$ cat config.mk
export PLATFORM = sky130hd
export DESIGN_NAME = audio_filter_top
export DESIGN_NICKNAME = d
export VERILOG_FILES = /design/src/hw/audio_filter_pkg.sv /design/src/hw/adc_serial.sv /design/src/hw/audio_filter_top.sv /design/src/hw/dac_serial.sv /design/src/hw/fir_filter.sv /design/src/hw/sample_divider.sv
export SDC_FILE = /design/constraint.sdc
export NUM_CORES = 1
export LEC_CHECK = 0
export BUFFER_PORTS_ARGS = -buffer_cell sky130_fd_sc_hd__clkbuf_2
export CAP_MARGIN = 20
export CORE_MARGIN = 4
export CORE_UTILIZATION = 43
export DETAILED_ROUTE_END_ITERATION = 10
export GPL_TIMING_DRIVEN = 0
export PLACE_DENSITY_LB_ADDON = 0.15
export SYNTH_ARGS = -nofsm -noshare
export SYNTH_HDL_FRONTEND = slang
export SYNTH_SLANG_ARGS = --single-unit
export TNS_END_PERCENT = 50
$ cat constraint.sdc
create_clock -name clk -period 4.6 [get_ports clk]
set_input_delay 0.46 -clock clk [delete_from_list [all_inputs] [get_ports clk]]
set_output_delay 0.46 -clock clk [all_outputs]
set_load 0.1 [all_outputs]
$ cat src/hw/audio_filter_pkg.sv
// Audio filter chain shared types
// Sample buses, filter kinds, converter command words and FIR coefficients
`default_nettype none

package audio_filter_pkg;

  // ==================
  // Sizes
  // ==================
  localparam int NUM_LANES  = 3;  // One lane per filter kind
  localparam int NUM_TAPS   = 4;
  localparam int FRAME_BITS = 16; // Both converters use 16-bit frames

  // Lane index and DAC select code share this encoding
  typedef enum logic [1:0] {
    LOWPASS  = 2'd0,
    HIGHPASS = 2'd1,
    BANDPASS = 2'd2
  } filter_kind_e;

  // Serial engine states, ADC and DAC alike
  typedef enum logic {
    IDLE  = 1'b0,
    SHIFT = 1'b1
  } serial_state_e;

  // ==================
  // Sample buses
  // ==================
  // ADC output, offset binary
  typedef struct packed {
    logic        valid;
    logic [1:0]  error; // [0] overrun, [1] framing
    logic [11:0] data;
  } adc_sample_t;

  // Filter lane output, two's complement
  typedef struct packed {
    logic               valid;
    logic [1:0]         error; // Copied from the ADC sample
    logic signed [23:0] data;
  } filt_out_t;

  // ==================
  // Converter words
  // ==================
  localparam logic [FRAME_BITS-1:0] ADC_CMD = 16'h8330; // Write ctrl reg, ch 0, normal mode
  localparam logic [3:0]            DAC_CMD = 4'b0011;  // Write and update prefix

  // Coefficients, row per kind, tap 0 is the newest sample
  typedef logic signed [7:0] coef_t;

  localparam coef_t COEF [NUM_LANES][NUM_TAPS] = '{
    '{ 8'sd32,  8'sd32,  8'sd32, 8'sd32 }, // LOWPASS, moving average
    '{-8'sd32,  8'sd64, -8'sd32, 8'sd0  }, // HIGHPASS, second difference
    '{ 8'sd32,  8'sd0,  -8'sd32, 8'sd0  }  // BANDPASS, x[n] - x[n-2]
  };

endpackage

`default_nettype wire

$ cat src/hw/adc_serial.sv
// Serial ADC frame engine
// Sends the command word, captures 12 data bits and flags overrun and framing errors
`timescale 1ns/1ns
`default_nettype none

module adc_serial import audio_filter_pkg::*; (
  input  wire         clk,
  input  wire         rst_n,
  input  wire         sample,
  input  wire         miso,
  output logic        mosi,
  output logic        cs_n,
  output adc_sample_t smp
);

  serial_state_e             state;
  logic [3:0]                bit_cnt;  // Bit being captured in SHIFT
  logic [FRAME_BITS-1:0]     tx_sr;    // Remaining command bits
  logic [FRAME_BITS-2:0]     rx_sr;    // First 15 captured bits
  logic                      ovr;      // Sticky overrun
  logic                      last_bit;

  assign last_bit = (state == SHIFT) && (bit_cnt == 4'(FRAME_BITS - 1));

  // ==================
  // Frame control
  // ==================
  always_ff @(posedge clk or negedge rst_n) begin
    if (!rst_n) begin
      state     <= IDLE;
      bit_cnt   <= '0;
      cs_n      <= 1'b1;
      mosi      <= 1'b0;
      ovr       <= 1'b0;
      smp.valid <= 1'b0;
      smp.error <= '0;
      smp.data  <= '0;
    end else begin
      smp.valid <= 1'b0;
      case (state)
        IDLE: begin
          if (sample) begin
            state   <= SHIFT;
            bit_cnt <= '0;
            cs_n    <= 1'b0;
            mosi    <= ADC_CMD[FRAME_BITS-1]; // MSB goes out with cs_n
          end
        end
        SHIFT: begin
          if (sample) ovr <= 1'b1; // Pulse lost while busy
          bit_cnt <= bit_cnt + 1'b1;
          if (last_bit) begin
            state     <= IDLE;
            cs_n      <= 1'b1;
            mosi      <= 1'b0;
            smp.valid <= 1'b1;
            smp.error <= {|rx_sr[FRAME_BITS-2 -: 4], ovr | sample}; // Leading zeros, overrun
            smp.data  <= {rx_sr[10:0], miso}; // Last data bit straight from the pin
            ovr       <= 1'b0; // Reported, start over
          end else begin
            mosi <= tx_sr[FRAME_BITS-1];
          end
        end
        default: state <= IDLE;
      endcase
    end
  end

  // ==================
  // Shift registers
  // ==================
  always_ff @(posedge clk) begin
    if (state == IDLE) begin
      tx_sr <= {ADC_CMD[FRAME_BITS-2:0], 1'b0}; // Next bit after the MSB
    end else begin
      tx_sr <= tx_sr << 1;
      rx_sr <= {rx_sr[FRAME_BITS-3:0], miso};
    end
  end

endmodule

`default_nettype wire

$ cat src/hw/audio_filter_top.sv
// Audio filter chain top level
// Serial ADC into three parallel FIR lanes, one lane out to a serial DAC
`timescale 1ns/1ns
`default_nettype none

module audio_filter_top import audio_filter_pkg::*; #(
  parameter int SAMPLE_DIV = 40 // Clocks per sample, at least 20
) (
  input  wire          clk,      // Also the converters' serial clock
  input  wire          rst_n,
  input  filter_kind_e sel,      // Lane sent to the DAC
  input  wire          adc_miso,
  output logic         adc_mosi,
  output logic         adc_cs_n,
  output logic         dac_mosi,
  output logic         dac_cs_n
);

  // ==================
  // Internal buses
  // ==================
  logic        sample;                // Sample rate strobe
  adc_sample_t adc_smp;               // Fans out to every lane
  filt_out_t   lane_out [NUM_LANES];  // Indexed by filter kind

  sample_divider #(
    .SAMPLE_DIV(SAMPLE_DIV)
  ) divider (
    .clk   (clk),
    .rst_n (rst_n),
    .sample(sample)
  );

  adc_serial adc (
    .clk   (clk),
    .rst_n (rst_n),
    .sample(sample),
    .miso  (adc_miso),
    .mosi  (adc_mosi),
    .cs_n  (adc_cs_n),
    .smp   (adc_smp)
  );

  // Lane i runs filter kind i
  for (genvar i = 0; i < NUM_LANES; i++) begin : g_lane
    fir_filter #(
      .KIND(filter_kind_e'(i))
    ) lane (
      .clk  (clk),
      .rst_n(rst_n),
      .smp  (adc_smp),
      .out  (lane_out[i])
    );
  end

  dac_serial dac (
    .clk  (clk),
    .rst_n(rst_n),
    .sel  (sel),
    .lanes(lane_out),
    .mosi (dac_mosi),
    .cs_n (dac_cs_n)
  );

endmodule

`default_nettype wire

$ cat src/hw/dac_serial.sv
// Serial DAC frame engine
// Selects one lane, scales and saturates to 12 bits, shifts out a 16-bit frame
`timescale 1ns/1ns
`default_nettype none

module dac_serial import audio_filter_pkg::*; (
  input  wire          clk,
  input  wire          rst_n,
  input  filter_kind_e sel,
  input  filt_out_t    lanes [NUM_LANES],
  output logic         mosi,
  output logic         cs_n
);

  serial_state_e         state;
  logic [3:0]            bit_cnt;
  logic [FRAME_BITS-1:0] tx_sr;
  filt_out_t             lane;
  logic signed [16:0]    scaled;  // data >>> 7 keeps 17 bits
  logic signed [11:0]    sat;
  logic [11:0]           code;    // Offset binary for the DAC
  logic [FRAME_BITS-1:0] frame;
  logic                  start;

  // ==================
  // Lane pick and scaling
  // ==================
  assign lane = (sel < NUM_LANES) ? lanes[sel] : '0; // Code 3 picks nothing

  assign scaled = 17'(lane.data >>> 7);

  always_comb begin
    if (scaled > 17'sd2047)        sat = 12'sd2047;
    else if (scaled < -17'sd2048)  sat = -12'sd2048;
    else                           sat = 12'(scaled);
  end

  assign code  = {~sat[11], sat[10:0]}; // Same as adding 2048
  assign frame = {DAC_CMD, code};
  assign start = (state == IDLE) && lane.valid && (lane.error == 2'b00); // Busy drops valids

  // ==================
  // Frame control
  // ==================
  always_ff @(posedge clk or negedge rst_n) begin
    if (!rst_n) begin
      state   <= IDLE;
      bit_cnt <= '0;
      cs_n    <= 1'b1;
      mosi    <= 1'b0;
    end else begin
      case (state)
        IDLE: begin
          if (start) begin
            state   <= SHIFT;
            bit_cnt <= '0;
            cs_n    <= 1'b0;
            mosi    <= frame[FRAME_BITS-1];
          end
        end
        SHIFT: begin
          bit_cnt <= bit_cnt + 1'b1;
          if (bit_cnt == 4'(FRAME_BITS - 1)) begin // 16 cycles low
            state <= IDLE;
            cs_n  <= 1'b1;
            mosi  <= 1'b0;
          end else begin
            mosi <= tx_sr[FRAME_BITS-1];
          end
        end
        default: state <= IDLE;
      endcase
    end
  end

  always_ff @(posedge clk) begin
    if (start) tx_sr <= {frame[FRAME_BITS-2:0], 1'b0};
    else       tx_sr <= tx_sr << 1;
  end

endmodule

`default_nettype wire

$ cat src/hw/fir_filter.sv
// Four-tap FIR lane
// Coefficient row picked by KIND, registered multiply-accumulate
`timescale 1ns/1ns
`default_nettype none

module fir_filter import audio_filter_pkg::*; #(
  parameter filter_kind_e KIND = LOWPASS
) (
  input  wire         clk,
  input  wire         rst_n,
  input  adc_sample_t smp,
  output filt_out_t   out
);

  // Delay line is x_cur plus three stored samples
  logic signed [12:0] x_cur;
  logic signed [12:0] hist [NUM_TAPS-1]; // hist[0] is x[n-1]
  logic signed [23:0] acc;
  logic               take;              // Good sample, enters history

  // Offset binary to signed
  assign x_cur = $signed({1'b0, smp.data}) - 13'sd2048;
  assign take  = smp.valid && (smp.error == 2'b00);

  // ==================
  // Weighted sum
  // ==================
  always_comb begin
    acc = COEF[KIND][0] * x_cur; // 24-bit signed context, no overflow
    for (int k = 1; k < NUM_TAPS; k++) begin
      acc = acc + COEF[KIND][k] * hist[k-1];
    end
  end

  // History starts from silence
  always_ff @(posedge clk or negedge rst_n) begin
    if (!rst_n) begin
      for (int k = 0; k < NUM_TAPS - 1; k++) begin
        hist[k] <= '0;
      end
    end else if (take) begin
      for (int k = NUM_TAPS - 2; k > 0; k--) begin
        hist[k] <= hist[k-1];
      end
      hist[0] <= x_cur;
    end
  end

  // Output strobe one cycle behind the ADC
  always_ff @(posedge clk or negedge rst_n) begin
    if (!rst_n) begin
      out.valid <= 1'b0;
      out.error <= '0;
      out.data  <= '0;
    end else begin
      out.valid <= smp.valid;
      if (smp.valid) begin
        out.error <= smp.error; // Passed through unchanged
        out.data  <= acc;       // Computed even for bad samples
      end
    end
  end

endmodule

`default_nettype wire

$ cat src/hw/sample_divider.sv
// Sample rate divider
// One-cycle sample pulse every SAMPLE_DIV clocks
`timescale 1ns/1ns
`default_nettype none

module sample_divider #(
  parameter int SAMPLE_DIV = 40 // At least 20, ADC and DAC frames need the room
) (
  input  wire  clk,
  input  wire  rst_n,
  output logic sample
);

  localparam int CNT_W = $clog2(SAMPLE_DIV);

  logic [CNT_W-1:0] cnt;
  logic             wrap;

  assign wrap = (cnt == CNT_W'(SAMPLE_DIV - 1));

  always_ff @(posedge clk or negedge rst_n) begin
    if (!rst_n) begin
      cnt    <= '0;
      sample <= 1'b0;
    end else begin
      cnt    <= wrap ? '0 : cnt + 1'b1; // Modulo SAMPLE_DIV
      sample <= wrap;                   // First pulse SAMPLE_DIV clocks out of reset
    end
  end

endmodule

`default_nettype wire

==> implementation parameters <==
Parameter                              Value

Floorplanning
  Core area    22,900 sq um
  Number of primary I/O pins    9
  Area enclosed by the die boundary    roughly 26,000 sq um
  Initial Utilization    between 40% and 50%
  Row Count    55
  Die Span X    approximately 160 um
  Die height    between 150 and 200 um

Cells and area
  Share of final-layout standard cells stronger than drive strength 1    between 10 and 15%
  Area growth, synth to finish    11.5%
  Post-route design area    between 10,000 and 15,000 sq um
  Number of cells in the finished layout apart from fillers    between 1,000 and 1,500
  Final design utilization    about half
  ANT cells    0
  Highest-count cells in the layout ignoring fill and taps    122 x dfrtp_1, 113 x nand2_1, 66 x ha_1
  NumNets Final    ~1,100
  Commonest non-fill, non-tap cell in the layout    dfrtp_1
  Fill cell instance count of the final layout    about 2,100

Pwr
  Leakage    5.40 nW
  Internal    between 2 and 2.5 mW
  Fraction of power consumed by sequential logic    around half
  Sw frac    around 24%
  Worst voltage drop across the vdd grid    between 200 and 250 uV
  Power per cell area    between 200 and 300 nW/um^2
  Part of the total power dissipated in the clock network    48.1%
  Switching component of the power    0.719 mW
  Total Power Consumption    ~3.0 mW
  Comb pwr share    under 10%

Setup path
  Required time of the worst setup path    roughly 4.9 ns
  CP Capture Type    register
  Worst setup path category    register to register
  Worst path cell trace    fa_1 > ha_1 > a21o_1 > a21o_1 > a2111oi_4 > o21ai_1 > a31o_2 > a21oi_2 > xnor2_1 > ha_1 > nand3_1 > or3_1 > o211ai_1 > nand2_1 > a21oi_2 > nor2_1
  Top cell family by delay on the critical path    compound AO/OA/AOI/OAI gates
  Largest incremental delay on the critical path    ~0.54 ns
  Worst setup SP type    register
  Worst EP arrival    approximately 4.7 ns
  Cell type of the slowest stage on the worst timing path    fa_1
  Crit-path max FO    6
  Worst reg2reg setup slack    ~0.18 ns
  Critical path buffers and inverters    0

Synth
  Post-synthesis cell area    10,100 sq um
  Number of enable-type register cells in the synthesized netlist    15
  Synthesized instance count    994
  Proportion of netlist area held by the largest area contributor    30.9%
  Cell types occupying the most area after synthesis    dfrtp_1 31%, ha_1 8.2%, mux2_2 6.2%
  Most frequently used flop master after synthesis    dfrtp_1
  Warnings, synthesis    0
  Number of nets in the synthesized netlist    approximately 1,100
  Mean Syn Cell Area    approximately 10 sq um
  Seq/Total Area, Yosys    between 40% and 50%
  Synthesized flop and latch total    approximately 170
  Library cell occupying the most area in the post-synthesis netlist    dfrtp_1
  Number of different library cells in the post-synthesis netlist    72
  Fraction of registers with async set/reset    roughly 76%

Place
  Final GP Congestion    0.816
  Cell area after placement    around 11,000 sq um
  Post-DP HPWL    around 18,000 um
  Number of cells in the design after placement    ~1,300
  Count of buffers from port buffering    6
  Worst slack, placed    -0.121 ns

Global route
  First-pass GRT wire length    slightly below 40,000 um
  Pin count of the biggest net entering global routing    just over 80
  Final global-route overflow total    0
  Number of global-route vias before repair    about 7,100
  Aggregate global-route resource usage    a little under a fifth
  Initial antenna violation count    0

Timing
  WHS    around 0.23 ns
  Worst-Margin Slew    0.849 ns
  Worst Setup Slack, final    approximately 0.18 ns
  Final-report setup violation count    0
  Peak clock frequency supported by timing    0.226 GHz
  Time the worst path needs with I/O delays and setup    ~4.4 ns
  Number of hold violations in the final report    0
  Setup total negative slack    0 ns
  Pins Over Slew Limit    0
  Final worst clock skew    around 0.018 ns
  Portion of the clock cycle consumed by the worst path in the final layout    96.2%
  Max-slew headroom at the worst pin    43.4%

Clock network
  Max Root-Sink Buffers    2
  Number of sinks handled by clock tree synthesis    about 170
  TritonCTS clock tree    yes
  Clock network latency to the later pin of the worst-skew pair    between 0.4 and 0.5 ns
  Clock root cell    clkbuf_16
  Post-CTS clock slew at the launch and capture registers of the worst setup and hold paths    ~0.08 ns
  H-tree levels    4
  Cts bufs inserted    17

Route
  Final routed wirelength across all metal layers    approximately 23,000 um
  Remaining design rule violation count    0
  Antenna Violating Nets Remaining    0
  Number of DRC violations after detailed-routing iteration 0    405
  Routed wirelength normalized by instance count    around 17 um
  Drt pass-1 iters    5
  Via density per instance    5.29
  Via count    between 7,000 and 8,000

Hold path
  Path class of the lowest-slack min-delay path    primary input to register

Job
  Max-capacitance violation count    0

Run status
  Status    finished clean
## cell type report
| class | instances | area, sq um | share of cell area [%] |
|---|---|---|---|
| multi-input combinational | 753 | 5740 | 50.9 |
| sequential | 168 | 4160 | 36.8 |
| clock buffer | 18 | 439 | 3.89 |
| tap | 313 | 392 | 3.47 |
| inverter | 39 | 146 | 1.30 |
| clock inverter | 14 | 144 | 1.27 |
| timing repair buffer | 16 | 136 | 1.21 |
| buffer | 34 | 134 | 1.19 |
## cell families after synthesis
family	synth area share [%]
AOI/OAI and AO/OA	14.2
xor gates and xnor gates	5.88
DFF	41.0
buffers and inverters	2.77
adders and majority gates	14.3
muxes	8.16
and+or+nand+nor	13.7
## power by group through the flow
stage          combinational, mW  sequential, mW  clock [mW]
6_report                  0.0413            1.50        1.42
5_1_grt                   0.0486            1.50        1.52
4_1_cts                   0.0445            1.50        1.45
3_5_place_dp              0.0436            1.53           0
3_3_place_gp              0.0401            1.53           0
2_1_floorplan             0.0106            1.53           0
## registers in the layout, indices dropped and copies added, names as in the netlist
name / count
g_lane.lane.out: 54
g_lane.lane.hist: 36
adc.rx_sr: 15
adc.smp: 15
dac.tx_sr: 15
adc.tx_sr: 11
divider.cnt: 6
adc.bit_cnt: 4
dac.bit_cnt: 4
adc.cs_n: 1
adc.mosi: 1
adc.ovr: 1
adc.state: 1
dac.cs_n: 1
dac.mosi: 1
dac.state: 1
divider.sample: 1
## metal layers
layer | global-route usage (%) | part of all wire [%] | vias up
li1 | - | - | 3581
met1 | 27.1 | 50 | 3489
met2 | 29.9 | 47 | 79
met3 | 3.01 | 2.0 | 16
met4 | 3.64 | 0.83 | 0
met5 | 0 | 0 | -
## Yosys cell counts (10+ instances only)
library cell  number
xnor2_1           49
o21ai_0           62
edfxtp_1          15
xor2_1            19
nand2b_1          13
mux2_2            56
dfrtp_1          125
inv_1             36
o21ai_1           18
mux2i_1           18
ha_1              66
a21oi_1           62
nor2_1            50
nor3_1            23
dfxtp_1           26
nor2b_1           11
a21o_1            23
fa_1              31
and2_1            10
nand3_1           19
clkbuf_1          25
nand2_1          113
and3_1            10
## what timing repair did
item	CTS	global route
setup endpoints to repair	2	11
setup buffers	0	8
pin swaps	0	4
endpoints found under the hold margin	44	0
hold buffers	1	0
resized for setup	2	9
## worst paths after layout
kind	cells past startpoint	to	startpoint
worst min register to register	1	adc.tx_sr[9]	adc.tx_sr[8]
worst max-delay path	16	g_lane[0].lane.out[22]	adc.smp[2]
max in group asynchronous	3	adc.cs_n	rst_n
worst min-delay path	1	adc.rx_sr[0]	adc_miso
min in group asynchronous	2	dac.bit_cnt[3]	rst_n
worst max register to register	16	g_lane[0].lane.out[22]	adc.smp[2]
No activity file was read; power rests on OpenSTA's default activity.
